===== config.mk =====
export PLATFORM = sky130hd
export DESIGN_NAME = video_timing
export DESIGN_NICKNAME = d
export VERILOG_FILES = /design/src/verilog/s86_video_pkg.sv /design/src/verilog/video_timing.sv
export SDC_FILE = /design/constraint.sdc
export NUM_CORES = 1
export LEC_CHECK = 0
export BUFFER_PORTS_ARGS = -buffer_cell sky130_fd_sc_hd__buf_2
export CAP_MARGIN = 40
export CORE_ASPECT_RATIO = 0.8
export CORE_MARGIN = 2
export CORE_UTILIZATION = 63
export CTS_BUF_LIST = sky130_fd_sc_hd__clkbuf_8
export DETAILED_ROUTE_END_ITERATION = 16
export PLACE_DENSITY = 0.87
export SLEW_MARGIN = 20
export SYNTH_ARGS = -nofsm -noshare
export SYNTH_HDL_FRONTEND = slang
export SYNTH_SLANG_ARGS = --single-unit

===== constraint.sdc =====
create_clock -name i_clk -period 4.5 [get_ports i_clk]
set_input_delay 0.45 -clock i_clk [delete_from_list [all_inputs] [get_ports i_clk]]
set_output_delay 0.45 -clock i_clk [all_outputs]
set_load 0.005 [all_outputs]

===== src/verilog/s86_video_pkg.sv =====
`default_nettype none

////////////////////////////////////////////////////////////////////////////
// Shared widths and colour definitions for the System 86 video path
////////////////////////////////////////////////////////////////////////////

package s86_video_pkg;

	// Colour index from the dot generator
	localparam int DOT_W = 8;
	// Palette address, bank bit on top of the dot
	localparam int PAL_ADDR_W = DOT_W + 1;
	// Native component width of the board DACs
	localparam int COMP_W = 4;

	// 49.125 MHz master clock, 6.14 MHz pixel rate
	localparam int CLK_DIV = 8;
	localparam int DIV_W = $clog2(CLK_DIV);

	// One palette entry, red in the top nibble
	typedef struct packed {
		logic [COMP_W-1:0] red;
		logic [COMP_W-1:0] green;
		logic [COMP_W-1:0] blue;
	} color_t;

	// Blanked colour
	localparam color_t COLOR_BLACK = '{red: '0, green: '0, blue: '0};

endpackage

`default_nettype wire


===== src/verilog/video_timing.sv =====
`timescale 1ns/10ps
`default_nettype none

module video_timing
	import s86_video_pkg::*;
	#(
		parameter int H_ACTIVE = 288,
		parameter int H_TOTAL = 384,
		parameter int V_ACTIVE = 224,
		parameter int V_TOTAL = 264
	)
	(
		input wire i_clk,
		input wire i_arst_n,
		output logic o_pix_ce,
		output logic [9:0] o_h_cnt,
		output logic [9:0] o_v_cnt,
		output logic o_active,
		output logic o_hsync_n,
		output logic o_vsync_n,
		output logic o_hblank_n,
		output logic o_vblank_n
	);

	// Sync pulses sit inside the blanking intervals
	localparam int HS_START = H_ACTIVE + 32;
	localparam int HS_END = HS_START + 32;
	localparam int VS_START = V_ACTIVE + 16;
	localparam int VS_END = VS_START + 3;

	logic [DIV_W-1:0] div_cnt;
	logic [9:0] h_next;
	logic [9:0] v_next;

	////////////////////////////////////////////////////////////////////////////
	// Pixel strobe
	////////////////////////////////////////////////////////////////////////////

	// Master clock divided by eight, strobe one cycle wide
	always_ff @(posedge i_clk or negedge i_arst_n) begin
		if (!i_arst_n) begin
			div_cnt <= '0;
			o_pix_ce <= 1'b0;
		end else begin
			if (div_cnt == DIV_W'(CLK_DIV - 1))
				div_cnt <= '0;
			else
				div_cnt <= div_cnt + 1'b1;
			o_pix_ce <= (div_cnt == DIV_W'(CLK_DIV - 1));
		end
	end

	////////////////////////////////////////////////////////////////////////////
	// Position counters and levels
	////////////////////////////////////////////////////////////////////////////

	// Next raster position
	always_comb begin
		h_next = o_h_cnt + 10'd1;
		v_next = o_v_cnt;
		if (o_h_cnt == 10'(H_TOTAL - 1)) begin
			h_next = '0;
			// End of line, step the row
			if (o_v_cnt == 10'(V_TOTAL - 1))
				v_next = '0;
			else
				v_next = o_v_cnt + 10'd1;
		end
	end

	// Levels compare on the next position so they stay in step with the counts
	always_ff @(posedge i_clk or negedge i_arst_n) begin
		if (!i_arst_n) begin
			o_h_cnt <= '0;
			o_v_cnt <= '0;
			o_active <= 1'b1;
			o_hsync_n <= 1'b1;
			o_vsync_n <= 1'b1;
			o_hblank_n <= 1'b1;
			o_vblank_n <= 1'b1;
		end else if (o_pix_ce) begin
			o_h_cnt <= h_next;
			o_v_cnt <= v_next;
			o_active <= (h_next < 10'(H_ACTIVE)) && (v_next < 10'(V_ACTIVE));
			o_hblank_n <= (h_next < 10'(H_ACTIVE));
			o_vblank_n <= (v_next < 10'(V_ACTIVE));
			o_hsync_n <= !((h_next >= 10'(HS_START)) && (h_next < 10'(HS_END)));
			o_vsync_n <= !((v_next >= 10'(VS_START)) && (v_next < 10'(VS_END)));
		end
	end

	// Strobe never lasts two cycles
	a_ce_single: assert property (@(posedge i_clk) disable iff (!i_arst_n)
		o_pix_ce |=> !o_pix_ce);

	// Counters stay inside the frame
	a_cnt_range: assert property (@(posedge i_clk) disable iff (!i_arst_n)
		(o_h_cnt < 10'(H_TOTAL)) && (o_v_cnt < 10'(V_TOTAL)));

endmodule

`default_nettype wire


# After elaboration in Yosys (flattened, before gate mapping)
# Cells that the tools add are included.
# classes
eq_ne	3
mux	4
order_cmp	6
addsub	3
n_reduce_logical	5
# op_table
op	n
$mux W10	3
$add A10 B1 Y10 const B	2
$eq A10 B9 Y1 const B	2
$lt A10 B8 Y1 const B	2
$lt A10 B9 Y1 const B	2
$ge A10 B8 Y1 const B	1
$ge A10 B9 Y1 const B	1
$add A3 B1 Y3 const B	1
$eq A3 B3 Y1 const B	1
$logic_and A1 B1 Y1	3
$mux W3	1
$logic_not A1 Y1	2
# totals
wordCells	30
ff_bits	29

# Depth between registers and ports, before layout
# depth
word_depth	6
depth_mapped	7
depth_no_buf	6

# Least setup slack after synthesis
# No wires, ideal clock.
# synth_path
path_type	reg-to-reg
start	reg o_h_cnt[0]
end	reg o_v_cnt[3]
t_arrival_ps	1820
period_less_slack_ps	1885
required_time_ps	4435
path_stages_with_launch	8
path_buffers	1
setup_ps	65
setup_slack_ps	2615
path_cell_list	dfrtp_1 > ha_1 > and4_1 > buf_2 > nand4_1 > or2_1 > or3_1 > nand2_1
# synth_via
elab_chain_len	2
# synth_rtl
item	line	source
from (decl)	video_timing.sv:16	output logic [9:0] o_h_cnt,
from (signal assigned)	video_timing.sv:82	o_h_cnt <= h_next;
$eq A10 B9 Y1	video_timing.sv:61	if (o_h_cnt == 10'(H_TOTAL - 1)) begin
$mux W10	video_timing.sv:61	
to (signal assigned)	video_timing.sv:83	o_v_cnt <= v_next;
to (decl)	video_timing.sv:17	output logic [9:0] o_v_cnt,
# Every way passes these cells.
# A chain may end at the register's enable or synchronous reset.

# Worst setup path after layout
# layout_path
start	reg o_h_cnt[0]
end	reg o_vsync_n
# layout_via
elab_chain_len	5
word_cells_on_any_way	6
cone_classes	order compare: 2; eq/ne: 1; mux: 1; reduce/logical: 2
# layout_rtl
item	line	source
$eq A10 B9 Y1 *	video_timing.sv:61	
$mux W10 *	video_timing.sv:61	
$ge A10 B8 Y1 or $lt A10 B8 Y1 (tied branches)	video_timing.sv:88	o_vsync_n <= !((v_next >= 10'(VS_START)) && (v_next < 10'(VS_END)));
$logic_and A1 B1 Y1 *	video_timing.sv:88	
$logic_not A1 Y1 *	video_timing.sv:88	
to (signal assigned)	video_timing.sv:88	
to (decl)	video_timing.sv:20	output logic o_vsync_n,
# Mark *: on every way between the ends. The rest lies on a longest branch, timed or not.

==> out/metrics.yaml <==
ioPinCount: 28
wl_per_cell_um: 17.55
fin_nets: 211
post_cts_buffers: 0
coreArea_um2: 2723
dp_hpwl_um: 2926
fin_cells: 244
die_h_um: 51.53
clock_skew_ns: 0.004775
design.die.area_um2: 3268
leakagePower_nw: 0.8407
initial_utilization: 0.6535
fmax_mhz: 439.3
synth_area_um2: 1779
grt_max_degree: 30
gr-total-overflow: 0
num_rows: 17
grt_pass1_vias: 1512
worstPathRequired_ns: 4.70
ys.flop_type: "dfrtp_1"
slew_headroom: 0.5557
avgSynthCellArea_um2: 9.830
fillers: 233
setup_viol_count_final: 0
end_kind: "register"
diodes: 0
rsz0062_at_grt: "false"
rr_worst_depth: 6
synth.most_common_cell: "dfrtp_1"
track_usage: 0.2994
fp.dieW_um: 63.42
cts_made_buffers: 5
cts_resized: 0
vias: 1595
crit_path_start_kind: "register"
synthTopCellsByCount: "dfrtp_1, nand2_1, o21ai_0, nand3_1, nor2_1"
drt_iter0_drc: 164
outcome: "completed"
wl_um: 4282
synth_edf_count: 0
clock-root-buffer: "clkbuf_8"
ys_top_cells_by_area: "dfrtp_1, dfstp_2, o21ai_0"
r2r_end: "o_vsync_n$_DFFE_PN1P_"
yosysTopAreaCell: "dfrtp_1"
period_share: 0.5058
worstPathArrival_ns: 2.48
postRouteAntennaNets: 0
finalSetupTns_ns: 0
synthesis.nets: 187
hp-class: "in -> async"
cts_max_level: 2
power.density_nw_per_um2: 247.1
critPathMaxFanout: 8
drc: 0
ys_warn_count: 0
vias_per_cell: 6.537
period_needed_ns: 2.276
hold_viol_final: 0
area_growth_pct: 10.06
cts_tree: "done"
drt_first_pass_iters: 5
cap_violations: 0
r2r_setup_slack_ns: 2.22
peakVddDrop_uv: 204.1
cts.path.max_buffers: 2
yosysSeqAreaShare: 0.4114
clkTransAtPathRegs_ns: 0.07
r2r-start: "o_h_cnt[0]$_DFFE_PN0P_"
async_flop_share: 1.000
cts_hold_buffers: 0
clk_latency_ns: 0.30
cp-startpoint: "o_h_cnt[0]$_DFFE_PN0P_"
gp_routability_congestion: 0.9234
crit_type: "reg -> reg"
drive_above_1_share: 0.2670
tightest_slew_ns: 0.6664
portBuffers: 27
grt_pass1_wl_um: 7203
crit_end: "o_vsync_n$_DFFE_PN1P_"
antenna_found_initial: 0
clock_sinks: 29
synthCells: 181
synth_top_area_frac: 0.3376
slew_violations: 0
synth_cell_types: 55
placed_cells: 236
ys_ff_latch: 29
==> state kept, by name, summed over array words and instances, names as in the netlist <==
register,cells
o_vsync_n,1
div_cnt,3
o_h_cnt,10
o_hblank_n,1
o_pix_ce,1
o_vblank_n,1
o_hsync_n,1
o_v_cnt,10
o_active,1
==> area by class of cell <==
class / count / area [um2] / share of cell area
Tap cell: 38 / 47.55 / 0.02428
Timing Repair Buffer: 27 / 135.1 / 0.06901
Clock buffer: 5 / 68.82 / 0.03514
Inverter: 7 / 26.28 / 0.01342
Multi-Input combinational cell: 135 / 930.9 / 0.4754
Sequential cell: 29 / 732.0 / 0.3738
Clock inverter: 3 / 17.52 / 0.008946
==> how the worst min path moves through the flow <==
stage                                        end  slack, ns  depth (start not counted)
final                     o_h_cnt[9]$_DFFE_PN0P_       0.17                          1
after global routing      o_h_cnt[9]$_DFFE_PN0P_       0.24                          1
after CTS                 o_v_cnt[2]$_DFFE_PN0P_       0.20                          1
after detailed placement    div_cnt[0]$_DFF_PN0_       0.43                          1
after global placement      div_cnt[0]$_DFF_PN0_       0.42                          1
after floorplan             div_cnt[0]$_DFF_PN0_       0.15                          0
==> routing by layer <==
layer,share of wire,global-route usage,vias to the layer above
met5,0,0,-
met4,0.019,0.1486,0
met3,0.10,0.1169,12
met2,0.48,0.4526,87
met1,0.40,0.3786,772
li1,-,-,724
==> power breakdown <==
group          internal, W   total [W]  switching, W  leakage, nW
sequential        0.000261    0.000261             0        0.374
clock             0.000106    0.000218      0.000111       0.0439
combinational  0.000000311  0.00000513    0.00000482        0.423
==> stage by stage <==
step                hold slack (ns)    util  setup slack [ns]  area [um2]  total power, W
detailed placement           0.4321  0.6875             2.319        1872       0.0002713
CTS                          0.2030  0.7192             2.296        1958       0.0004842
finish                       0.1694  0.7192             2.224        1958       0.0004838
floorplan                    0.1544       -             2.615        1779       0.0002657
global placement             0.4184  0.6875             2.436        1872       0.0002709
global route                 0.2424  0.7192             2.051        1958       0.0004947
==> critical path, cell delays in order (launching register included) <==
cell	delay, ns
dfrtp_1	0.45
ha_1	0.25
nand4_1	0.33
nor3_4	0.45
nand4_1	0.16
a21boi_1	0.40
a31oi_1	0.15
==> placed cells by master, fill, tap and decap left out, drive strengths merged, types with 2 or more instances in the layout <==
cell,synthesis,routed
nand2,15,15
xor2,2,2
nor4,6,6
dfstp,5,5
nand2b,2,2
o21ai,14,14
dfrtp,24,24
o31ai,7,7
nor3,6,6
or2,5,5
clkinv,0,2
nand3,10,10
nor2,8,8
o31a,2,2
a21o,3,3
or3,2,2
xnor2,6,6
a31oi,2,2
a41oi,2,2
nor3b,2,2
ha,4,4
buf,2,27
nand4,7,7
clkbuf,8,5
and2,3,3
inv,7,7
a31o,2,2
o21a,2,2
==> kinds of logic after synthesis <==
logic type                 after synthesis  synth area share
buffers and inverters                   17           0.06539
xor gates and xnor gates                 8           0.03938
AOI/OAI and AO/OA                       46            0.1878
muxes                                    2           0.01195
DFF                                     29            0.4114
adders and majority gates                4           0.02813
and+or+nand+nor                         75            0.2560
No activity file was read; power rests on OpenSTA's default activity.
