## src/verilog/s86_video_pkg.sv

```systemverilog
`default_nettype none

////////////////////////////////////////////////////////////////////////////
// Shared widths and colour definitions for the System 86 video path
////////////////////////////////////////////////////////////////////////////

package s86_video_pkg;

	// Colour index from the dot generator
	localparam int DOT_W = 8;
	// Palette address, bank bit on top of the dot
	localparam int PAL_ADDR_W = DOT_W + 1;
	// Native component width of the board DACs
	localparam int COMP_W = 4;

	// 49.125 MHz master clock, 6.14 MHz pixel rate
	localparam int CLK_DIV = 8;
	localparam int DIV_W = $clog2(CLK_DIV);

	// One palette entry, red in the top nibble
	typedef struct packed {
		logic [COMP_W-1:0] red;
		logic [COMP_W-1:0] green;
		logic [COMP_W-1:0] blue;
	} color_t;

	// Blanked colour
	localparam color_t COLOR_BLACK = '{red: '0, green: '0, blue: '0};

endpackage

`default_nettype wire

```

## src/verilog/dot_pattern.sv

```systemverilog
`timescale 1ns/10ps
`default_nettype none

module dot_pattern
	import s86_video_pkg::*;
	#(
		parameter int V_ACTIVE = 224
	)
	(
		input wire i_clk,
		input wire i_arst_n,
		input wire i_pix_ce,
		input wire [9:0] i_h_cnt,
		input wire [9:0] i_v_cnt,
		input wire i_active,
		output logic [DOT_W-1:0] o_dot,
		output logic o_bank
	);

	// Ramp accumulators, top bits form the index
	localparam int ACC_W = 16;
	localparam int ROW_BITS = 3;
	localparam logic [ACC_W-1:0] COL_STEP = 16'd228;
	localparam logic [ACC_W-1:0] ROW_STEP = 16'd590;
	// Second half of the screen restarts the ramp in the upper bank
	localparam logic [9:0] BANK_ROW = 10'(V_ACTIVE / 2);

	logic [ACC_W-1:0] col_acc;
	logic [ACC_W-1:0] row_acc;
	logic [ACC_W-1:0] col_next;
	logic [ACC_W-1:0] row_next;

	always_comb begin
		col_next = col_acc + COL_STEP;
		row_next = row_acc;
		// Row step happens once, at the left edge
		if (i_h_cnt == 10'd0) begin
			col_next = '0;
			if ((i_v_cnt == 10'd0) || (i_v_cnt == BANK_ROW))
				row_next = '0;
			else
				row_next = row_acc + ROW_STEP;
		end
	end

	always_ff @(posedge i_clk or negedge i_arst_n) begin
		if (!i_arst_n) begin
			col_acc <= '0;
			row_acc <= '0;
			o_dot <= '0;
			o_bank <= 1'b0;
		end else if (i_pix_ce) begin
			col_acc <= col_next;
			row_acc <= row_next;
			// Row ramp above column ramp, black outside the picture
			if (i_active)
				o_dot <= {row_next[ACC_W-1 -: ROW_BITS], col_next[ACC_W-1 -: DOT_W-ROW_BITS]};
			else
				o_dot <= '0;
			// Bank flips with the same strobe as the dot of that row
			if (i_v_cnt == BANK_ROW)
				o_bank <= 1'b1;
			else if (i_v_cnt == 10'd0)
				o_bank <= 1'b0;
		end
	end

endmodule

`default_nettype wire

```

## config.mk

```make
export PLATFORM = sky130hd
export DESIGN_NAME = dot_pattern
export DESIGN_NICKNAME = d
export VERILOG_FILES = /design/src/verilog/s86_video_pkg.sv /design/src/verilog/dot_pattern.sv
export SDC_FILE = /design/constraint.sdc
export NUM_CORES = 1
export LEC_CHECK = 0
export BUFFER_PORTS_ARGS = -buffer_cell sky130_fd_sc_hd__buf_4
export CAP_MARGIN = 30
export CORE_MARGIN = 8
export CORE_UTILIZATION = 50
export DETAILED_ROUTE_END_ITERATION = 6
export PLACE_DENSITY = 0.72
export SYNTH_ARGS = -nofsm -noshare
export SYNTH_HDL_FRONTEND = slang
export SYNTH_SLANG_ARGS = --single-unit
```

## constraint.sdc

```tcl
create_clock -name i_clk -period 1.94 [get_ports i_clk]
set_input_delay 0.388 -clock i_clk [delete_from_list [all_inputs] [get_ports i_clk]]
set_output_delay 0.388 -clock i_clk [all_outputs]
set_load 0.02 [all_outputs]
```

-- Word level (Yosys, flattened, before mapping)
Index checks and enable logic that the tools add are counted.
- register bits: 41
- output and inout bits: 9
- add/sub/neg operators: 2
- multiplexer cells: 6
- reductions and logical operators: 6
- equal/unequal tests: 1
- operator list (operator ; number):
    $mux W16 ; 3
    $logic_not A10 Y1 ; 2
    $add A16 B10 Y16 const B ; 1
    $add A16 B8 Y16 const B ; 1
    $eq A10 B7 Y1 const B ; 1
    $mux W8 ; 1
    $reduce_and A2 Y1 ; 2
    $mux W1 ; 2
    $reduce_bool A2 Y1 ; 1
    $logic_or A1 B1 Y1 ; 1

-- Depth between registers and ports, before layout
Gate-level depths: netlist of the first run.
- depth in word-level cells: 5
- depth in mapped cells: 7

-- Worst setup path after synthesis of the first run
Ideal clock, no wire load.
- path type: flip-flop to flip-flop
- from: reg col_acc[2]
- to: reg col_acc[12]
- stages on the path, launching flop included: 7
- path buffers: 0
- path slack: 179 ps
- arrival time: 1629 ps
- setup time: 132 ps
- cells stage by stage: dfrtp_1 ha_1 a2111oi_1 nor2_1 nand3_1 xor2_1 o2bb2ai_1
- word-level cells in the longest chain between the ends: 2
- RTL lines (element ; line ; text):
    start: declaration ; dot_pattern.sv:28 ; logic [ACC_W-1:0] col_acc;
    start signal: assignment ; dot_pattern.sv:53 ; col_acc <= col_next;
    $add A16 B8 Y16 ; dot_pattern.sv:34 ; col_next = col_acc + COL_STEP;
    $mux W16 ; dot_pattern.sv:37 ; if (i_h_cnt == 10'd0) begin
No other way between the ends.
A chain may end at the register's enable or synchronous reset.

-- Final worst setup path of the first run
- from: reg row_acc[2]
- to: reg o_dot[7]
- word-level cells in the longest chain between the ends: 4
- RTL lines (element ; line ; text):
    start: declaration ; dot_pattern.sv:29 ; logic [ACC_W-1:0] row_acc;
    start signal: assignment ; dot_pattern.sv:54 ; row_acc <= row_next;
    $add A16 B10 Y16 ; dot_pattern.sv:42 ; row_next = row_acc + ROW_STEP;
    $mux W16 ; dot_pattern.sv:39 ; if ((i_v_cnt == 10'd0) || (i_v_cnt == BANK_ROW))
    $mux W16 ; dot_pattern.sv:37 ;
    $mux W8 ; dot_pattern.sv:56 ; if (i_active)
    end signal: assignment ; dot_pattern.sv:57 ; o_dot <= {row_next[ACC_W-1 -: ROW_BITS], col_next[ACC_W-1 -: DOT_W-ROW_BITS]};
    end: declaration ; dot_pattern.sv:16 ; output logic [DOT_W-1:0] o_dot,
No other way between the ends.

==> results of run 1 <==
[cell usage in the layout (no fill, tap or decap), types with 2 or more instances in the layout]
master and n:
sky130_fd_sc_hd__a21oi_1 9, sky130_fd_sc_hd__clkbuf_8 5, sky130_fd_sc_hd__and3_1 6, sky130_fd_sc_hd__a311o_1 2
sky130_fd_sc_hd__nor4_1 2, sky130_fd_sc_hd__buf_4 43, sky130_fd_sc_hd__clkinvlp_4 2, sky130_fd_sc_hd__o21ai_1 8
sky130_fd_sc_hd__nand4_1 2, sky130_fd_sc_hd__o21ai_0 18, sky130_fd_sc_hd__a31oi_1 7, sky130_fd_sc_hd__nor3_1 5
sky130_fd_sc_hd__nand2_1 25, sky130_fd_sc_hd__ha_1 2, sky130_fd_sc_hd__inv_1 4, sky130_fd_sc_hd__nand2b_1 5
sky130_fd_sc_hd__nor2_1 7, sky130_fd_sc_hd__nor2b_1 4, sky130_fd_sc_hd__xor2_1 6, sky130_fd_sc_hd__o31ai_2 2
sky130_fd_sc_hd__o2bb2ai_1 11, sky130_fd_sc_hd__nor4_4 2, sky130_fd_sc_hd__dfrtp_1 38, sky130_fd_sc_hd__o31ai_1 8
sky130_fd_sc_hd__nand3_1 11
[what timing repair did]
item	in CTS	in global routing
setup buffers	0	1
setup endpoints to repair	0	3
resized for setup	0	3
[flip-flops by register name, summed over array words and instances, names as in the netlist]
| name | cells |
|---|---|
| o_dot | 8 |
| row_acc | 15 |
| col_acc | 14 |
| o_bank | 1 |
[report_power, final]
| part | internal [µW] | switching [µW] | leakage (µW) |
|---|---|---|---|
| Combinational | 251 | 262 | 0.000566 |
| Clock | 383 | 312 | 0.0000504 |
| Sequential | 925 | 162 | 0.000496 |
[per-stage QoR]
| step | util [%] | TNS (ns) |
|---|---|---|
| after floorplan | - | 0 |
| after global placement | 60.8 | 0 |
| after detailed placement | 60.8 | -0.314 |
| after CTS | 63.7 | 0 |
| after global routing | 64.1 | 0 |
| final | 64.1 | 0 |
[metal layers]
layer  track usage [%]  share of wire (%)  up-vias
li1                  -                  -      904
met1              22.6                 49      907
met4              7.64                1.4        0
met3              5.02                6.1        8
met2              23.8                 44       54
met5                 0                  0        -
[area by class of cell]
type	count	area, µm²	area share, %
tap	50	62.6	2.44
sequential	38	951	37.1
multi-input combinational	164	1070	41.9
timing repair buffer	44	343	13.4
clock inverter	3	45.0	1.76
clock buffer	5	68.8	2.68
inverter	5	18.8	0.732
[final timing paths]
kind,slack (ns),end,depth (start not counted),from
setup / recovery,0.12,o_dot[7],6,row_acc[2]
hold / removal,0.03,row_acc[14],1,i_arst_n
setup reg to reg,0.12,o_dot[7],6,row_acc[2]
hold reg to reg,0.50,o_dot[4],1,o_dot[4]
max in group asynchronous,1.56,col_acc[10],1,i_arst_n
min in group i_clk,0.33,o_bank,3,i_v_cnt[5]
[worst max-delay path: stages (launching register included)]
cell	delay [ns]
sky130_fd_sc_hd__dfrtp_1	0.41
sky130_fd_sc_hd__inv_1	0.06
sky130_fd_sc_hd__ha_1	0.15
sky130_fd_sc_hd__nand2b_1	0.08
sky130_fd_sc_hd__a311o_1	0.42
sky130_fd_sc_hd__and4bb_2	0.29
sky130_fd_sc_hd__a221o_1	0.29
[cells by family (layout without fill, tap and decap cells)]
kind of cell	Yosys count	count (layout)	share of synthesized area (%)
adder cells (fa/ha/maj)	2	2	1.20
buffers and inverters	14	57	3.01
AND/OR/NAND/NOR	75	75	20.5
multiplexers	1	1	0.482
XOR/XNOR	7	7	2.95
AO/OA/AOI/OAI	79	79	26.1
flip-flops	38	38	45.8
==> flow_summary.json, run 1 <==
{
  "min_period_ns": 1.82,
  "vdd_ir_drop_max_mv": 0.515,
  "synth_seq_cells": 38,
  "num_vias": 1873,
  "ys.flop_type": "sky130_fd_sc_hd__dfrtp_1",
  "worst_skew_pair.late_latency_ns": 0.30,
  "cts.clk_slew.worst_paths_ns": 0.09,
  "synth_seq_area_share_pct": 45.8,
  "timing_worst_slew_pin_value_ns": 0.480,
  "ioPinCount": 33,
  "initial_antenna_violation_count": 0,
  "dp.final_hpwl_mm": 3.48,
  "crit_path_start_kind": "flip-flop",
  "placementRows": 23,
  "floorplan.core_area_um2": 4000,
  "drcViolationCount": 0,
  "post_drt_via_cell_ratio": 6.06,
  "clk_root_buffer_cell": "sky130_fd_sc_hd__clkbuf_8",
  "status": "finished, final reports clean",
  "power.leakage_uw": 0.00111,
  "placedCellCount": 300,
  "design_power_total_uw": 2290,
  "layout-area-overhead-vs-synth_pct": 23.4,
  "postPlaceCellArea_um2": 2430,
  "setup_violations": 0,
  "number_of_max_capacitance_violations_reported": 0,
  "pre_cts_ws_ns": -0.0679,
  "detail_route.first_pass.iterations": 4,
  "wirelength_mm": 4.89,
  "p_per_area_nw_per_um2": 895,
  "synthesized_instance_count": 216,
  "worst_ep_required_time_ns": 2.12,
  "maximum_number_of_pins_on_one_net_before_global_route_repair": 39,
  "asyncSetResetFlopFracSynth_pct": 100,
  "total_standard_cell_area_after_synthesis_um2": 2080,
  "drive_gt1_share_pct": 23.9,
  "overall_fraction_of_global_route_tracks_in_use_pct": 16.7,
  "start_util_pct": 52.0,
  "detail_route.iter0.violations": 160,
  "relative_slew_slack_pct": 68.0,
  "clock.fmax_mhz": 549,
  "max-clock-path-buffers": 2,
  "worstSetupPathType": "reg2reg",
  "drt-wirelength-per-cell_um": 15.8,
  "yosys.area.top_type": "sky130_fd_sc_hd__dfrtp_1",
  "yosys.cell_count.top_type": "sky130_fd_sc_hd__dfrtp_1",
  "postCtsHoldBufs": 0,
  "number_of_fill_cells": 344,
  "timing.critical_path.arrival_ns": 2.00,
  "antenna_left": 0,
  "cts_tree": "yes",
  "first_pass_grt_wire_length_mm": 8.60,
  "antenna_cells_inserted": 0,
  "synth-edff-count": 0,
  "syn_avg_cell_area_um2": 9.62,
  "numCtsBuffers": 5,
  "synth-warning-count": 0,
  "ys_top_cells_by_area": "sky130_fd_sc_hd__dfrtp_1, sky130_fd_sc_hd__o2bb2ai_1, sky130_fd_sc_hd__nand2_1",
  "yosysUniqueCellTypes": 47,
  "ctsHtreeMaxLevel": 2,
  "numPortBuffers": 32,
  "design.final.nets": 284,
  "hold_viol": 0,
  "synth.net_count": 242,
  "gp_congestion": 0.812,
  "die_w_um": 80.5,
  "globalRouteOverflowTotal": 0,
  "crit_fanout": 4,
  "synth.top_cell.area_share_pct": 45.8,
  "timing_max_transition_violations_final": 0,
  "clock-sinks": 38,
  "layout_worst_path_cycle_share_pct": 93.9,
  "hold_class": "in2async",
  "chipHeight_um": 80.5,
  "synth_top_cells_by_count": "sky130_fd_sc_hd__dfrtp_1, sky130_fd_sc_hd__nand2_1, sky130_fd_sc_hd__o21ai_0, sky130_fd_sc_hd__nand3_1, sky130_fd_sc_hd__o2bb2ai_1",
  "holdWs_ns": 0.0288,
  "critical_path.endpoint_type": "flip-flop",
  "clk_skew_ns": 0.0111,
  "final_instance_area_um2": 2560,
  "instances_no_fill": 309,
  "timing.final.ws_setup_ns": 0.118,
  "die_area_um2": 6480,
  "grt_setup_unrepaired": "no",
  "grt_pass1_vias": 1843
}
No activity file was read; power rests on OpenSTA's default activity.
==> run 2: changes to the inputs <==
--- a/config.mk
+++ b/config.mk
@@ -11,6 +11,7 @@
 export CORE_UTILIZATION = 50
 export DETAILED_ROUTE_END_ITERATION = 6
 export PLACE_DENSITY = 0.72
+export SETUP_SLACK_MARGIN = 0.4
 export SYNTH_ARGS = -nofsm -noshare
 export SYNTH_HDL_FRONTEND = slang
 export SYNTH_SLANG_ARGS = --single-unit
==> flow_summary.json, run 2 (synthesized netlist as in run 1, its figures left out) <==
{
  "hold_class": "in2async",
  "layout-area-overhead-vs-synth_pct": 31.8,
  "r2r_start": "row_acc[2]",
  "initial_antenna_violation_count": 0,
  "number_of_flip_flops_under_the_largest_register_name": 15,
  "reg.largest.list": "row_acc (15), col_acc (14), o_dot (8)",
  "numCtsBuffers": 5,
  "wirelength_mm": 5.25,
  "hold_viol": 0,
  "worst_ep_required_time_ns": 2.12,
  "gp_congestion": 0.829,
  "ctsHtreeMaxLevel": 2,
  "antenna_left": 0,
  "number_of_max_capacitance_violations_reported": 0,
  "start_util_pct": 52.0,
  "timing.setup.tns_ns": 0,
  "critical_path.endpoint_type": "flip-flop",
  "globalRouteOverflowTotal": 0,
  "numPortBuffers": 32,
  "number_of_fill_cells": 319,
  "overall_fraction_of_global_route_tracks_in_use_pct": 16.1,
  "vdd_ir_drop_max_mv": 0.523,
  "final_core_utilization_pct": 68.5,
  "min_period_ns": 1.75,
  "max_stage_delay_ns": 0.42,
  "worstSetupPathType": "reg2reg",
  "timing.final.ws_setup_ns": 0.193,
  "setup_violations": 0,
  "timing.critical_path.arrival_ns": 1.93,
  "floorplan.core_area_um2": 4000,
  "status": "finished, final reports clean",
  "drive_gt1_share_pct": 35.2,
  "crit_fanout": 4,
  "timing.rr.end": "o_dot[7]",
  "ioPinCount": 33,
  "maximum_number_of_pins_on_one_net_before_global_route_repair": 39,
  "timing.reg2reg.setup_slack_ns": 0.19,
  "p_per_area_nw_per_um2": 833,
  "layout_worst_path_cycle_share_pct": 90.1,
  "timing.critical_path.slowest_stage_cell": "sky130_fd_sc_hd__dfrtp_1",
  "clock-sinks": 38,
  "mostFrequentLayoutCell": "sky130_fd_sc_hd__buf_4",
  "first_pass_grt_wire_length_mm": 8.26,
  "post_drt_via_cell_ratio": 6.03,
  "placedCellCount": 296,
  "chipHeight_um": 80.5,
  "grt_setup_unrepaired": "yes",
  "timing_worst_slew_pin_value_ns": 0.467,
  "crit_path_start_kind": "flip-flop",
  "detail_route.first_pass.iterations": 4,
  "clk_skew_ns": 0.00861,
  "relative_slew_slack_pct": 68.8,
  "drcViolationCount": 0,
  "instances_no_fill": 317,
  "grt_pass1_vias": 1783,
  "timing_max_transition_violations_final": 0,
  "path_cells": "inv_2 -> ha_4 -> nand2b_4 -> a311o_1 -> and4bb_2 -> a221o_1",
  "clk_root_buffer_cell": "sky130_fd_sc_hd__clkbuf_8",
  "clock.fmax_mhz": 572,
  "cts.clk_slew.worst_paths_ns": 0.08,
  "detail_route.iter0.violations": 147,
  "postCtsHoldBufs": 0,
  "max-clock-path-buffers": 2,
  "r2r_cells": 6,
  "registers.top_by_ff_count": "row_acc",
  "num_vias": 1911,
  "cts_tree": "yes",
  "pre_cts_ws_ns": -0.0545,
  "layout.cells.most_common_list": "sky130_fd_sc_hd__buf_4, sky130_fd_sc_hd__dfrtp_1, sky130_fd_sc_hd__nand2_1",
  "power.leakage_uw": 0.00117,
  "die_area_um2": 6480,
  "dp.final_hpwl_mm": 3.33,
  "die_w_um": 80.5,
  "design.final.nets": 292,
  "placementRows": 23,
  "antenna_cells_inserted": 0,
  "drt-wirelength-per-cell_um": 16.6,
  "worst_skew_pair.late_latency_ns": 0.29
}
## run 2: cell count changes in the layout (fill, tap and decap cells not counted), moves of 3 or more
cell | before | now
sky130_fd_sc_hd__buf_4 | 43 | 50
sky130_fd_sc_hd__dfrtp_1 | 38 | 35
sky130_fd_sc_hd__dfrtp_2 | 0 | 3
sky130_fd_sc_hd__nand2b_1 | 5 | 2
sky130_fd_sc_hd__nand2b_4 | 0 | 3
## run 2: through the flow
step	cell area, µm²	total power [µW]	hold slack [ns]
2_1_floorplan	2140	1440	0.0924
3_3_place_gp	2450	1610	0.384
3_5_place_dp	2450	1620	0.380
4_1_cts	2610	2210	0.0695
5_1_grt	2740	2420	0.0821
6_report	2740	2280	0.0475
## run 2: cell type report
class	instances	area, µm²	share of cell area [%]
multi-input combinational	165	1230	44.7
inverter	5	18.8	0.685
tap	50	62.6	2.28
timing repair buffer	51	387	14.1
clock buffer	7	86.3	3.15
clock inverter	1	5.00	0.183
sequential	38	955	34.8
## run 2: worst max-delay path by stage
stage	slack, ns	depth (start not counted)	from	to
after floorplan	0.29	6	row_acc[2]	o_dot[7]
after global placement	0.02	6	i_h_cnt[6]	row_acc[7]
after detailed placement	-0.05	6	i_h_cnt[6]	row_acc[4]
after CTS	0.22	7	row_acc[1]	row_acc[15]
after global routing	0.14	7	row_acc[2]	o_dot[7]
final	0.19	6	row_acc[2]	o_dot[7]
## run 2: metal layers
layer / up-vias / global-route usage [%] / wire length [µm]
met2: 51 / 23.1 / 2370
met3: 7 / 5.25 / 220
met4: 0 / 5.09 / 62
met5: - / 0 / 0
met1: 929 / 22.2 / 2600
li1: 924 / - / -
## run 2: worst max-delay path: cells and delay by family (launching register included)
| kind | cells | cell delay (ns) |
|---|---|---|
| AO/OA/AOI/OAI | 2 | 0.64 |
| flip-flops | 1 | 0.42 |
| AND/OR/NAND/NOR | 2 | 0.35 |
| adder cells (fa/ha/maj) | 1 | 0.14 |
| buffers and inverters | 1 | 0.09 |
## run 2: timing repair
item                                    in CTS  in global routing
pin swaps                                    7                  7
resized for setup                            8                 19
endpoints found under the setup margin      21                 28
buffers inserted                             7                  5
endpoints found under the hold margin        0                  0
gates cloned                                 0                  1
## run 2: where the power goes
part | internal (µW) | switching (µW)
Sequential | 929 | 211
Combinational | 299 | 292
Clock | 286 | 264
Total | 1510 | 767
