--- src/verilog/s86_video_pkg.sv ---
`default_nettype none

////////////////////////////////////////////////////////////////////////////
// Shared widths and colour definitions for the System 86 video path
////////////////////////////////////////////////////////////////////////////

package s86_video_pkg;

	// Colour index from the dot generator
	localparam int DOT_W = 8;
	// Palette address, bank bit on top of the dot
	localparam int PAL_ADDR_W = DOT_W + 1;
	// Native component width of the board DACs
	localparam int COMP_W = 4;

	// 49.125 MHz master clock, 6.14 MHz pixel rate
	localparam int CLK_DIV = 8;
	localparam int DIV_W = $clog2(CLK_DIV);

	// One palette entry, red in the top nibble
	typedef struct packed {
		logic [COMP_W-1:0] red;
		logic [COMP_W-1:0] green;
		logic [COMP_W-1:0] blue;
	} color_t;

	// Blanked colour
	localparam color_t COLOR_BLACK = '{red: '0, green: '0, blue: '0};

endpackage

`default_nettype wire

--- src/verilog/video_out.sv ---
`timescale 1ns/10ps
`default_nettype none

module video_out
	import s86_video_pkg::*;
	#(
		parameter int VIDEO_COMPONENT_DEPTH = 8
	)
	(
		input wire i_clk,
		input wire i_arst_n,
		input wire i_pix_ce,
		input wire color_t i_color,
		input wire i_hsync_n,
		input wire i_vsync_n,
		input wire i_hblank_n,
		input wire i_vblank_n,
		output logic [COMP_W-1:0] o_red,
		output logic [COMP_W-1:0] o_green,
		output logic [COMP_W-1:0] o_blue,
		output logic o_csync_n,
		output logic [VIDEO_COMPONENT_DEPTH-1:0] o_vid_red,
		output logic [VIDEO_COMPONENT_DEPTH-1:0] o_vid_green,
		output logic [VIDEO_COMPONENT_DEPTH-1:0] o_vid_blue,
		output logic o_vid_hsync_n,
		output logic o_vid_vsync_n,
		output logic o_vid_hblank_n,
		output logic o_vid_vblank_n,
		output logic o_vid_ce
	);

	// Strobes before the first real pixel reaches the output
	localparam logic [1:0] FILL_STROBES = 2'd2;

	// Level taps, {hsync_n, vsync_n, hblank_n, vblank_n}
	logic [3:0] lvl_d1;
	logic [3:0] lvl_d2;
	logic [3:0] lvl_d3;
	color_t color_q;
	logic [1:0] fill_cnt;

	// Nibble repeated from the top down, partial copy takes its upper bits
	function automatic logic [VIDEO_COMPONENT_DEPTH-1:0] widen(input logic [COMP_W-1:0] nib);
		logic [VIDEO_COMPONENT_DEPTH-1:0] wide;
		for (int i = 0; i < VIDEO_COMPONENT_DEPTH; i++)
			wide[VIDEO_COMPONENT_DEPTH-1-i] = nib[COMP_W-1-(i % COMP_W)];
		return wide;
	endfunction

	always_ff @(posedge i_clk or negedge i_arst_n) begin
		if (!i_arst_n) begin
			lvl_d1 <= '1;
			lvl_d2 <= '1;
			lvl_d3 <= '1;
			color_q <= COLOR_BLACK;
			fill_cnt <= '0;
			o_vid_ce <= 1'b0;
		end else begin
			// Output clock enable once the pipeline holds real pixels
			o_vid_ce <= i_pix_ce && (fill_cnt == FILL_STROBES);
			if (i_pix_ce) begin
				lvl_d1 <= {i_hsync_n, i_vsync_n, i_hblank_n, i_vblank_n};
				lvl_d2 <= lvl_d1;
				lvl_d3 <= lvl_d2;
				if (fill_cnt != FILL_STROBES)
					fill_cnt <= fill_cnt + 2'd1;
				// Second tap belongs to the pixel now in the palette register
				if (lvl_d2[1] && lvl_d2[0])
					color_q <= i_color;
				else
					color_q <= COLOR_BLACK;
			end
		end
	end

	// Native connector outputs
	assign o_red = color_q.red;
	assign o_green = color_q.green;
	assign o_blue = color_q.blue;
	assign o_csync_n = lvl_d3[3] & lvl_d3[2];

	// Simulation outputs
	assign o_vid_red = widen(color_q.red);
	assign o_vid_green = widen(color_q.green);
	assign o_vid_blue = widen(color_q.blue);
	assign o_vid_hsync_n = lvl_d3[3];
	assign o_vid_vsync_n = lvl_d3[2];
	assign o_vid_hblank_n = lvl_d3[1];
	assign o_vid_vblank_n = lvl_d3[0];

endmodule

`default_nettype wire

--- config.mk ---
export PLATFORM = sky130hd
export DESIGN_NAME = video_out
export DESIGN_NICKNAME = d
export VERILOG_FILES = /design/src/verilog/s86_video_pkg.sv /design/src/verilog/video_out.sv
export SDC_FILE = /design/constraint.sdc
export NUM_CORES = 1
export LEC_CHECK = 0
export BUFFER_PORTS_ARGS = -buffer_cell sky130_fd_sc_hd__buf_2
export CORE_ASPECT_RATIO = 1.25
export CORE_MARGIN = 4
export CORE_UTILIZATION = 45
export DETAILED_ROUTE_END_ITERATION = 10
export HOLD_SLACK_MARGIN = 0.06
export MAX_ROUTING_LAYER = met4
export PLACE_DENSITY = 0.77
export RECOVER_POWER = 100
export SLEW_MARGIN = 40
export SYNTH_ARGS = -nofsm -noshare
export SYNTH_HDL_FRONTEND = slang
export SYNTH_SLANG_ARGS = --single-unit
--- constraint.sdc ---
create_clock -name i_clk -period 1.4 [get_ports i_clk]
set_input_delay 0 -clock i_clk [delete_from_list [all_inputs] [get_ports i_clk]]
set_output_delay 0 -clock i_clk [all_outputs]
set_load 0.02 [all_outputs]
======== After elaboration in Yosys (flattened, before gate mapping) ========
Cells that the tools add are included.
W data, S select, Z words.
storage, ports and cells
  flip-flop bits (word level) ............. 27
  input bits .............................. 19
  output and inout port bits .............. 42
operators by class
  add/subtract/negate cells ............... 1
  eq/ne operators ......................... 2
  mux-type cells .......................... 1
  bitwise operators ....................... 1
  reductions and logical operators ........ 3
operators with widths
  kind                   count
  $mux W12               1
  $add A2 B1 Y2 const B  1
  $eq A2 B2 Y1 const B   1
  $logic_and A1 B1 Y1    2
  $ne A2 B2 Y1 const B   1
  $reduce_and A2 Y1      1
  $and A1 B1 Y1          1

======== Longest topological paths before layout ========
Gate-level depths: netlist of run 1.
  depth in word-level cells ............... 2
  mapped depth ............................ 4
  gate-level depth less buffers ........... 4

======== Worst setup path after synthesis of run 1 ========
No wires, ideal clock.
  kind .................................... register -> register
  start point ............................. register fill_cnt[0]
  end point ............................... register fill_cnt[0]
  setup time .............................. 123 ps
  arrival ................................. 861 ps
  slack ................................... 416 ps
  stages on the path, launching flop included .. 5
  buffers on the path ..................... 0
  period minus slack after synthesis ...... 984 ps
  path through ............................ dfrtp_1 -> inv_1 -> ha_1 -> nand2b_2 -> xnor2_1
on the way
  cells in the longest elaborated chain, start to end .. 2
  elaborated cells on any way between the ends .. 3
  classes of those cells .................. 1 x add/sub; 1 x eq/ne; 1 x reduce/logical
ends and longest elaborated chain
  item                                RTL line         RTL
  start, declared                     video_out.sv:40  logic [1:0] fill_cnt;
  start signal, assigned              video_out.sv:66  fill_cnt <= fill_cnt + 2'd1;
  $ne A2 B2 Y1                        video_out.sv:65  if (fill_cnt != FILL_STROBES)
  $reduce_and A2 Y1 (no source line)  --
Several ways; a longest one is shown, not always the timed one.
A chain may end at the register's enable or synchronous reset.

======== Worst setup path after layout of run 1 ========
  start point ............................. register lvl_d2[1]
  end point ............................... register color_q (netlist bit o_red[3])
on the way
  cells in the longest elaborated chain, start to end .. 2
ends and longest elaborated chain
  item                    RTL line         RTL
  start, declared         video_out.sv:37  logic [3:0] lvl_d2;
  start signal, assigned  video_out.sv:63  lvl_d2 <= lvl_d1;
  $logic_and A1 B1 Y1     video_out.sv:68  if (lvl_d2[1] && lvl_d2[0])
  $mux W12                video_out.sv:68
  end signal, assigned    video_out.sv:69  color_q <= i_color;
  end, declared           video_out.sv:39  color_t color_q;
No other way between the ends.

==> results.txt, run 1 <==
----------------------------------------------------
[Outcome]
  Result of the run ... finished, final reports clean

[Global routing]
  Number of antenna violations at the first check in global routing ... 0
  Aggregate global routing overflow ... 0
  Overall fraction of global-route tracks in use ... 13.6%
  Vias in the first global route ... 924
  First-pass GRT wire length ... 4100 um
  Maximum number of pins on one net before global-route repair ... 28

[Critical path]
  Startpoint kind of the worst setup timing path ... flip-flop
  Number of cells traversed by the worst register-to-register path ... 2
  Biggest fanout along the worst timing path ... 12
  Crit path DAT ... 1420 ps
  Worst Setup Path Type ... flip-flop to flip-flop
  Setup slack of the worst register-to-register path ... 210 ps
  CP Launch Point ... lvl_d2[1]$_DFFE_PN1P_
  FF-to-FF End ... o_red[3]$_DFFE_PN0P_
  Element type at the critical path end ... flip-flop
  Endpoint required time on the critical path ... 1630 ps
  Critical R2R Launch ... lvl_d2[1]$_DFFE_PN1P_

[Synth]
  Synthesized area per cell ... 11.8 um^2
  Number of distinct library cell variants in the gate-level netlist after synthesis ... 15
  Leading area contributor after synthesis ... dfrtp_1
  Flip-flop and latch count after synthesis ... 27
  Most instantiated flip-flop cell in the synthesis netlist ... dfrtp_1
  Mapped cell area ... 0.00133 mm^2
  Top cells by count, synth ... buf_4, dfrtp_1, inv_1
  Top cells by area, synth ... dfrtp_1, dfstp_2, buf_4
  Post-synthesis net count ... 133
  Async set-reset flop share out of synthesis ... 100%
  Fraction of post-synthesis cell area in the top cell type by area ... 28.2%
  Most frequent cell after synthesis ... buf_4
  Count of flip-flops with a built-in enable after synthesis ... 0
  Sequential cell area fraction in the yosys report ... 51.9%
  Count of yosys warnings during synthesis ... 0
  Count of mapped cells out of synthesis ... 113

[STA]
  Final number of hold-violating endpoints ... 0
  Unrepaired setup endpoints after global routing ... false
  Worst Max-Slew Pin Slew ... 655 ps
  Slew headroom ... 56.3%
  Number of pins with negative max-slew slack in the final report ... 0
  Portion of the clock cycle consumed by the worst path in the final layout ... 84.9%
  Worst clock skew ... 4.70 ps
  Total negative setup slack ... 0 ps
  Worst-case setup margin in the final layout ... 212 ps
  Clock period minus final worst setup slack ... 1190 ps
  Timing-limited maximum frequency ... 842 MHz
  # setup viols final ... 0

[Clock tree]
  Post-CTS Setup Inserts ... 0
  Num CTS Buffers ... 3
  Clock latency reported for the late side of the worst-skew pair ... 310 ps
  Clock buffer depth ... 2
  CTS H-tree lvls ... 1
  Root Buffer ... clkbuf_4
  Clock slew seen by the registers of the worst setup and hold paths ... 130 ps
  CTS sink cnt ... 27
  CTS tree ... built

[Cells and area]
  Share of post-route cells with drive strength above 1 ... 28.3%
  Number of nets in the finished design ... 187
  Number of antenna cells inserted ... 0
  Synthesis-to-layout area growth ... 18.9%

[Floorplanning]
  Vertical die dimension ... 68.8 um
  Total number of placement rows ... 21
  Core area ... 0.00276 mm^2
  Width of the die ... 56.7 um
  Count of pins on the block boundary ... 61
  Die outline area ... 0.00390 mm^2
  Initial core utilization ... 48.3%

[Detailed routing]
  Detailed-route via count ... 904
  Number of remaining DRC errors ... 0
  DR WL/cell ... 12.1 um
  Total iterations of the first detailed-routing run ... 2
  Detail Route Antenna Nets ... 0
  Mean number of vias per cell ... 4.52
  First-iteration detailed-routing DRC count ... 27
  Final Routed Wirelength ... 2420 um

[Placement]
  Port Buffers ... 60
  Post-place setup slack ... 237 ps
  Final Wtd Congestion ... 0.751
  Dpl hpwl ... 1660 um

[Hold path]
  Min-Delay Endpoint ... o_green[2]$_DFFE_PN0P_
  Min-Delay Startpoint ... i_pix_ce
  Class of the tightest hold or removal check ... input port to flip-flop
  Number of stages on the worst hold path ... 3

[Pwr]
  Pwr per Cell Area ... 1230 mW/mm^2
  Maximum vdd ir drop ... 1040 uV
  Static Leakage ... 0.690 nW

[Run]
  Max-capacitance violation count ... 0

----------------------------------------------------
layout make-up:
cell class,count,area (um^2)
Fill cell,256,1180
Clock buffer,3,22.5
Sequential cell,27,691
Multi-Input combinational cell,43,343
Clock inverter,1,5.00
Timing Repair Buffer,78,427
Tap cell,34,42.5
Inverter,14,52.6
registers in the layout, summed over array words and instances (netlist names):
register  flops
fill_cnt      2
o_green       4
lvl_d3        4
o_red         4
o_blue        4
o_vid_ce      1
lvl_d1        4
lvl_d2        4
through the flow:
stage                     hold WS, ps  total power [mW]  cell area [um^2]  std cells  utilization, %
final                             157              1.94              1580        200            57.4
after detailed placement         34.6              1.66              1460        179            52.7
after global routing              172              2.08              1580        200            57.4
after global placement           21.6              1.64              1460        179            52.7
after CTS                         153              2.02              1650        200            59.9
after floorplan                  -296              1.54              1330        113               -
cell families after synthesis:
group	Yosys count	share of synthesized area [%]
xor+xnor	1	0.658
flops	27	51.9
simple gates	16	5.26
compound gates	12	9.40
fa+ha+maj	1	0.940
buf+inv	43	21.0
mux	13	10.9
cells in the final DEF (no fill, tap or decap):
cell	n
mux2_2	12
mux2i_1	1
nand2b_2	1
clkbuf_4	3
buf_4	1
dlygate4sd3_1	17
dfstp_1	7
nand2_1	13
xnor2_1	1
dfstp_2	5
clkinv_2	1
inv_1	14
ha_1	1
o22ai_1	7
o22ai_2	5
buf_2	18
and2_1	2
dfrtp_1	15
clkbuf_2	1
clkbuf_1	41
report_power, final:
group	internal (mW)	switching [mW]
registers	0.931	0.0844
clock network	0.107	0.216
logic	0.239	0.367
critical path: stages (launching register included):
cell and delay [ps]:
dfstp_1 560, nand2_1 300, o22ai_1 250
how the worst max path moves through the flow:
stage / depth (start not counted) / slack [ps] / to
CTS: 2 / 210 / o_green[1]$_DFFE_PN0P_
floorplan: 4 / 420 / fill_cnt[0]$_DFFE_PN0P_
global placement: 2 / 260 / o_red[0]$_DFFE_PN0P_
global route: 2 / 120 / o_csync_n
detailed placement: 2 / 240 / o_green[1]$_DFFE_PN0P_
finish: 2 / 210 / o_red[3]$_DFFE_PN0P_
timing repair:
item	CTS	global route
resized for setup	0	0
hold buffers	17	0
hold endpoints to repair	43	0
setup endpoints to repair	0	0
metal layers:
| metal | up-vias | GRT usage, % | share of wire (%) |
|---|---|---|---|
| li1 | 445 | - | - |
| met1 | 417 | 15.2 | 40 |
| met2 | 42 | 25.0 | 50 |
| met3 | 0 | 2.23 | 10 |
| met4 | 0 | 4.45 | 0 |
| met5 | - | - | 0 |
Power figures use the tool's default switching activity.
==> run 2, diff against run 1 <==
--- a/config.mk
+++ b/config.mk
@@ -8,11 +8,11 @@
 export BUFFER_PORTS_ARGS = -buffer_cell sky130_fd_sc_hd__buf_2
 export CORE_ASPECT_RATIO = 1.25
 export CORE_MARGIN = 4
-export CORE_UTILIZATION = 45
+export CORE_UTILIZATION = 41
 export DETAILED_ROUTE_END_ITERATION = 10
 export HOLD_SLACK_MARGIN = 0.06
 export MAX_ROUTING_LAYER = met4
-export PLACE_DENSITY = 0.77
+export PLACE_DENSITY = 0.74
 export RECOVER_POWER = 100
 export SLEW_MARGIN = 40
 export SYNTH_ARGS = -nofsm -noshare
==> constraint.sdc (replaced) <==
create_clock -name i_clk -period 1 [get_ports i_clk]
set_input_delay 0 -clock i_clk [delete_from_list [all_inputs] [get_ports i_clk]]
set_output_delay 0 -clock i_clk [all_outputs]
set_load 0.02 [all_outputs]
==> run 2 against run 1 <==
The run now ends with negative setup slack left. Wire length increased by 8.8%. Sequential share of layout area decreased by 6.1 points. Count of clock-buffer cells in the layout increased by 1. Hold slack got worse by 30 ps. Via count increased by 4.5%. Largest cell class unchanged.
==> results.txt, run 2 (same netlist as run 1, synthesis figures left out) <==
----------------------------------------------------
[Outcome]
  Result of the run ... complete, but fails checks
  Violations in the final reports ... negative setup slack

[Cells and area]
  Commonest cells after routing, fill and taps aside ... clkbuf_2, dlygate4sd3_1, buf_2
  Most frequent standard cell in the layout excluding fill and tap cells ... clkbuf_2
  Count of fill cells added during filler insertion ... 253 (-1.2%)
  Synthesis-to-layout area growth ... 38.3%
  Share of post-route cells with drive strength above 1 ... 61.8% (+34 points)
  Multi-input gate area in the final layout ... 432 um^2 (+26%)
  Seq. cell area ... 691 um^2 (unchanged)
  Number of antenna cells inserted ... 0 (unchanged)
  Number of nets in the finished design ... 194 (+3.7%)

[Placement]
  Final Wtd Congestion ... 0.654 (-13%)
  Dpl hpwl ... 1820 um (+9.8%)
  Post-place setup slack ... -51.2 ps (-288 ps)
  Port Buffers ... 60 (unchanged)

[Global routing]
  Vias in the first global route ... 942 (+1.9%)
  Overall fraction of global-route tracks in use ... 12.8% (-0.86 points)
  Maximum number of pins on one net before global-route repair ... 28 (unchanged)
  Number of antenna violations at the first check in global routing ... 0 (unchanged)
  First-pass GRT wire length ... 4130 um (+0.68%)
  Aggregate global routing overflow ... 0 (unchanged)

[STA]
  Unrepaired setup endpoints after global routing ... true
  Worst clock skew ... 4.70 ps (+0.00158 ps)
  Slew headroom ... 56.9% (+0.60 points)
  Timing-limited maximum frequency ... 905 MHz
  Number of pins with negative max-slew slack in the final report ... 0 (unchanged)
  Worst Max-Slew Pin Slew ... 646 ps (-9.03 ps)
  Worst-case setup margin in the final layout ... -105 ps (-317 ps)
  Portion of the clock cycle consumed by the worst path in the final layout ... 110%
  Clock period minus final worst setup slack ... 1100 ps
  Final number of hold-violating endpoints ... 0 (unchanged)
  # setup viols final ... 7 (+7)

[Clock tree]
  Root Buffer ... clkbuf_4
  CTS sink cnt ... 27 (unchanged)
  Clock slew seen by the registers of the worst setup and hold paths ... 130 ps (about the same)
  CTS H-tree lvls ... 1 (unchanged)
  Clock buffer depth ... 2 (unchanged)
  Clock latency reported for the late side of the worst-skew pair ... 310 ps (about the same)
  CTS tree ... built
  Num CTS Buffers ... 3 (unchanged)

[Critical path]
  Startpoint kind of the worst setup timing path ... flip-flop
  Endpoint required time on the critical path ... 1000 ps (-630 ps)
  Maximum cell stage delay along the critical path ... 560 ps (about the same)
  Crit path DAT ... 1100 ps (-320 ps)
  CP Cell Sequence ... and2_4 > buf_6
  CP Launch Point ... lvl_d3[2]$_DFFE_PN1P_
  Biggest fanout along the worst timing path ... 2 (-10)
  CP max stage cell ... dfstp_2
  Critical R2R Launch ... fill_cnt[1]$_DFFE_PN0P_
  Worst Setup Path Type ... flip-flop to primary output
  Element type at the critical path end ... primary output

[Hold path]
  Class of the tightest hold or removal check ... input port to flip-flop
  Min-Delay Startpoint ... i_pix_ce

[Detailed routing]
  DR WL/cell ... 12.6 um (+4.1%)
  Mean number of vias per cell ... 4.52 (about the same)
  Detailed-route via count ... 945 (+4.5%)
  Final Routed Wirelength ... 2640 um (+8.8%)
  Total iterations of the first detailed-routing run ... 2 (unchanged)
  First-iteration detailed-routing DRC count ... 46 (+70%)
  Detail Route Antenna Nets ... 0 (unchanged)
  Number of remaining DRC errors ... 0 (unchanged)

[Floorplanning]
  Core area ... 0.00303 mm^2 (+9.8%)
  Total number of placement rows ... 22 (+4.8%)
  Width of the die ... 59.0 um (+4.1%)
  Vertical die dimension ... 71.7 um (+4.2%)
  Initial core utilization ... 44.0% (-4.3 points)
  Die outline area ... 0.00423 mm^2 (+8.5%)
  Count of pins on the block boundary ... 61 (unchanged)

[Pwr]
  Total power consumption of the routed design ... 3.06 mW (+57%)
  Static Leakage ... 0.900 nW (+31%)
  Pwr per Cell Area ... 1660 mW/mm^2 (+35%)
  Maximum vdd ir drop ... 1220 uV (+17%)

[Run]
  Max-capacitance violation count ... 0 (unchanged)

----------------------------------------------------
[run 2: changes by cell type in the layout (fill, tap and decap cells not counted), sizes merged]
cell and delta:
clkinv -1, buf +9, clkbuf -1
[run 2: final timing paths]
check	endpoint	slack [ps]	depth (start not counted)
worst max-delay path	o_csync_n	-100	2
worst min-delay path	fill_cnt[0]$_DFFE_PN0P_	130	3
worst max register to register	fill_cnt[0]$_DFFE_PN0P_	-10	3
worst min register to register	fill_cnt[1]$_DFFE_PN0P_	560	2
max in group asynchronous	fill_cnt[0]$_DFFE_PN0P_	350	2
min in group asynchronous	o_red[3]$_DFFE_PN0P_	230	2
[run 2: critical path, delay by kind of cell, from the launching register on]
kind          cells  cell delay (ps)
flops             1              560
simple gates      1              140
buf+inv           1              100
[run 2: layer usage]
layer  routed length (um)  up-vias  part of all wire, %  track usage [%]
met1                  975      443                   37             13.5
met5                    0        -                    0                -
met2                 1450       42                   55             24.3
met4                    0        0                    0             3.02
met3                  212        0                  8.0             1.62
li1                     -      460                    -                -
[run 2: area by class of cell]
type / instances / share of cell area (%)
timing repair buffer: 85 / 32.3
clock buffer: 4 / 1.43
multi-input combinational: 43 / 23.5
inverter: 14 / 2.86
sequential: 27 / 37.5
tap: 36 / 2.45
[run 2: timing repair]
action                     CTS  global route
setup endpoints to repair   15            14
gates cloned                 0             1
gates resized for setup     17             7
setup buffers                3             0
hold endpoints to repair    43             0
hold buffers                17             0
pin swaps                    1            13
[run 2: metrics by stage]
stage	utilization (%)	hold WS, ps	instance area (um^2)	cells	setup TNS [ps]
CTS	58.5	115	1770	208	-341
global route	60.8	124	1840	209	-993
global placement	49.3	20.7	1490	184	0
detailed placement	49.3	30.3	1490	184	-109
floorplan	-	-296	1330	113	0
finish	60.8	126	1840	209	-250
[run 2: where the power goes]
part           internal [mW]  switching (mW)
Clock                  0.156           0.285
Combinational          0.581           0.598
Sequential              1.31           0.122
==> run 3, diff against run 2 <==
==> constraint.sdc (replaced) <==
create_clock -name i_clk -period 1 [get_ports i_clk]
set_input_delay 0 -clock i_clk [delete_from_list [all_inputs] [get_ports i_clk]]
set_output_delay 0 -clock i_clk [all_outputs]
set_load 0.01 [all_outputs]
==> run 3 against run 2 <==
The flow still finishes with violations (negative setup slack). Die area did not move. Utilization down 1.7 points. Register-to-register slack barely moved. Clock power about the same. Hold slack about the same. Cell area fell by 2.9%. Setup slack improved by 14 ps. Critical endpoint unchanged.
==> results.txt, run 3 (same netlist as run 1, synthesis figures left out) <==
----------------------------------------------------
[Critical path]
  Crit path DAT ... 1090 ps (about the same)
  Endpoint required time on the critical path ... 1000 ps (about the same)
  Number of cells traversed by the worst register-to-register path ... 3 (unchanged)
  Critical R2R Launch ... fill_cnt[1]$_DFFE_PN0P_
  CP Launch Point ... lvl_d3[3]$_DFFE_PN1P_
  FF-to-FF End ... fill_cnt[0]$_DFFE_PN0P_
  Setup slack of the worst register-to-register path ... -10 ps (about the same)
  Startpoint kind of the worst setup timing path ... flip-flop
  Worst Setup Path Type ... flip-flop to primary output
  Biggest fanout along the worst timing path ... 3 (+1)
  Element type at the critical path end ... primary output

[Global routing]
  Vias in the first global route ... 932 (-1.1%)
  Aggregate global routing overflow ... 0 (unchanged)
  Overall fraction of global-route tracks in use ... 12.7% (-0.11 points)
  Maximum number of pins on one net before global-route repair ... 28 (unchanged)
  Number of antenna violations at the first check in global routing ... 0 (unchanged)
  First-pass GRT wire length ... 4080 um (-1.0%)

[Detailed routing]
  First-iteration detailed-routing DRC count ... 53 (+15%)
  Final Routed Wirelength ... 2670 um (+1.3%)
  Number of remaining DRC errors ... 0 (unchanged)
  DR WL/cell ... 12.8 um (+1.3%)
  Total iterations of the first detailed-routing run ... 2 (unchanged)
  Mean number of vias per cell ... 4.54 (+0.42%)
  Detailed-route via count ... 949 (+0.42%)
  Detail Route Antenna Nets ... 0 (unchanged)

[Pwr]
  Pwr per Cell Area ... 1600 mW/mm^2 (-4.0%)
  Maximum vdd ir drop ... 1170 uV (-4.5%)
  Static Leakage ... 0.780 nW (-13%)
  Combinational cell fraction of total power ... 34.3% (-4.3 points)
  Share of total power consumed by net switching ... 29.9% (-3.0 points)
  Total power consumption of the routed design ... 2.85 mW (-6.7%)
  Relative contribution of the clock network to total power ... 15.4% (+1.0 points)
  Power share of the sequential group ... 50.3% (+3.3 points)
  Cell Int Power ... 2.00 mW (-2.5%)
  Switching power total ... 0.853 mW (-15%)

[STA]
  Worst Max-Slew Pin Slew ... 651 ps (+5.25 ps)
  # setup viols final ... 7 (unchanged)
  Slew headroom ... 56.6% (-0.35 points)
  Final number of hold-violating endpoints ... 0 (unchanged)
  Clock period minus final worst setup slack ... 1090 ps (-14.0 ps)
  Portion of the clock cycle consumed by the worst path in the final layout ... 109% (-1.4 points)
  Number of pins with negative max-slew slack in the final report ... 0 (unchanged)
  Worst clock skew ... 4.28 ps (-0.417 ps)
  Worst-case setup margin in the final layout ... -90.6 ps (+14.0 ps)
  Unrepaired setup endpoints after global routing ... true
  Timing-limited maximum frequency ... 917 MHz (+1.3%)

[Placement]
  Area post-placement ... 0.00149 mm^2 (unchanged)
  Dpl hpwl ... 1820 um (unchanged)
  Placed Cells incl. Taps ... 184 (unchanged)
  Final Wtd Congestion ... 0.654 (unchanged)
  Port Buffers ... 60 (unchanged)

[Run]
  Max-capacitance violation count ... 0 (unchanged)

[Clock tree]
  Root Buffer ... clkbuf_4
  CTS H-tree lvls ... 1 (unchanged)
  CTS sink cnt ... 27 (unchanged)
  Clock latency reported for the late side of the worst-skew pair ... 310 ps (about the same)
  Clock slew seen by the registers of the worst setup and hold paths ... 130 ps (about the same)
  Num CTS Buffers ... 3 (unchanged)
  Clock buffer depth ... 2 (unchanged)
  CTS tree ... built

[Floorplanning]
  Initial core utilization ... 44.0% (unchanged)
  Count of pins on the block boundary ... 61 (unchanged)
  Die outline area ... 0.00423 mm^2 (unchanged)
  Vertical die dimension ... 71.7 um (unchanged)
  Core area ... 0.00303 mm^2 (unchanged)
  Total number of placement rows ... 22 (unchanged)
  Width of the die ... 59.0 um (unchanged)

[Cells and area]
  Count of fill cells added during filler insertion ... 281 (+11%)
  Multi-input gate area in the final layout ... 429 um^2 (-0.58%)
  Non-filler instance count after layout ... 209 (unchanged)
  Most frequent standard cell in the layout excluding fill and tap cells ... clkbuf_1
  Share of post-route cells with drive strength above 1 ... 41.0% (-21 points)
  Number of nets in the finished design ... 194 (unchanged)
  Synthesis-to-layout area growth ... 34.3%
  Seq. cell area ... 691 um^2 (unchanged)
  Share of the core filled with cells ... 59.0% (-1.7 points)
  Number of antenna cells inserted ... 0 (unchanged)
  Area of all placed cells without fillers ... 0.00179 mm^2 (-2.9%)
  Commonest cells after routing, fill and taps aside ... clkbuf_1, buf_2, dlygate4sd3_1

[Hold path]
  Number of stages on the worst hold path ... 3 (unchanged)
  Min-Delay Endpoint ... fill_cnt[0]$_DFFE_PN0P_
  Min-Delay Startpoint ... i_pix_ce
  Class of the tightest hold or removal check ... input port to flip-flop

[Outcome]
  Result of the run ... complete, but fails checks
  Violations in the final reports ... negative setup slack

----------------------------------------------------
==> run 3: cell counts in the layout (fill, tap and decap cells not counted) <==
No cell type changed its count.
==> run 3: what timing repair did <==
action | 4_1_cts | 5_1_grt
resized for setup | 9 | 8
cloned | 0 | 1
hold endpoints to repair | 43 | 0
pin swaps | 0 | 13
hold buffers | 17 | 0
setup buffers | 2 | 1
setup endpoints to repair | 15 | 14
==> run 3: worst max path at each step <==
stage                         endpoint  slack (ps)  depth (start not counted)
2_1_floorplan  fill_cnt[0]$_DFFE_PN0P_          20                          4
4_1_cts                      o_csync_n        -120                          2
6_report                     o_csync_n         -90                          2
3_5_place_dp   fill_cnt[1]$_DFFE_PN0P_         -50                          4
3_3_place_gp   fill_cnt[0]$_DFFE_PN0P_          10                          4
5_1_grt                      o_csync_n        -160                          2
==> run 3: layer usage <==
metal	vias to the layer above	GRT usage, %	part of all wire (%)
li1	459	-	-
met1	448	13.2	38
met2	42	24.3	54
met3	0	1.62	8.6
met4	0	3.02	0
met5	-	-	0
==> run 3: final cells by class <==
cell class / count / share of cell area [%]
Clock buffer: 4 / 1.47
Inverter: 14 / 2.94
Multi-Input combinational cell: 43 / 24.0
Sequential cell: 27 / 38.6
Tap cell: 36 / 2.52
Timing Repair Buffer: 85 / 30.4
==> run 3: power by group through the flow <==
| stage | clock network, mW | registers, mW | logic (mW) |
|---|---|---|---|
| floorplan | 0 | 1.48 | 0.524 |
| global placement | 0 | 1.43 | 0.764 |
| detailed placement | 0 | 1.45 | 0.803 |
| CTS | 0.477 | 1.43 | 0.946 |
| global route | 0.519 | 1.46 | 1.07 |
| finish | 0.439 | 1.43 | 0.978 |
==> run 3: metrics by stage <==
step                hold WS [ps]  worst slack, ps  TNS [ps]
floorplan                   -296             16.2         0
global placement            20.7             10.5         0
detailed placement          30.3            -51.2      -109
CTS                          115             -125      -220
global route                 124             -157      -905
finish                       126            -90.6      -190
==> run 3: critical path: stages (launching register included) <==
cell and delay [ps]:
dfstp_2 560, and2_1 110, buf_2 120
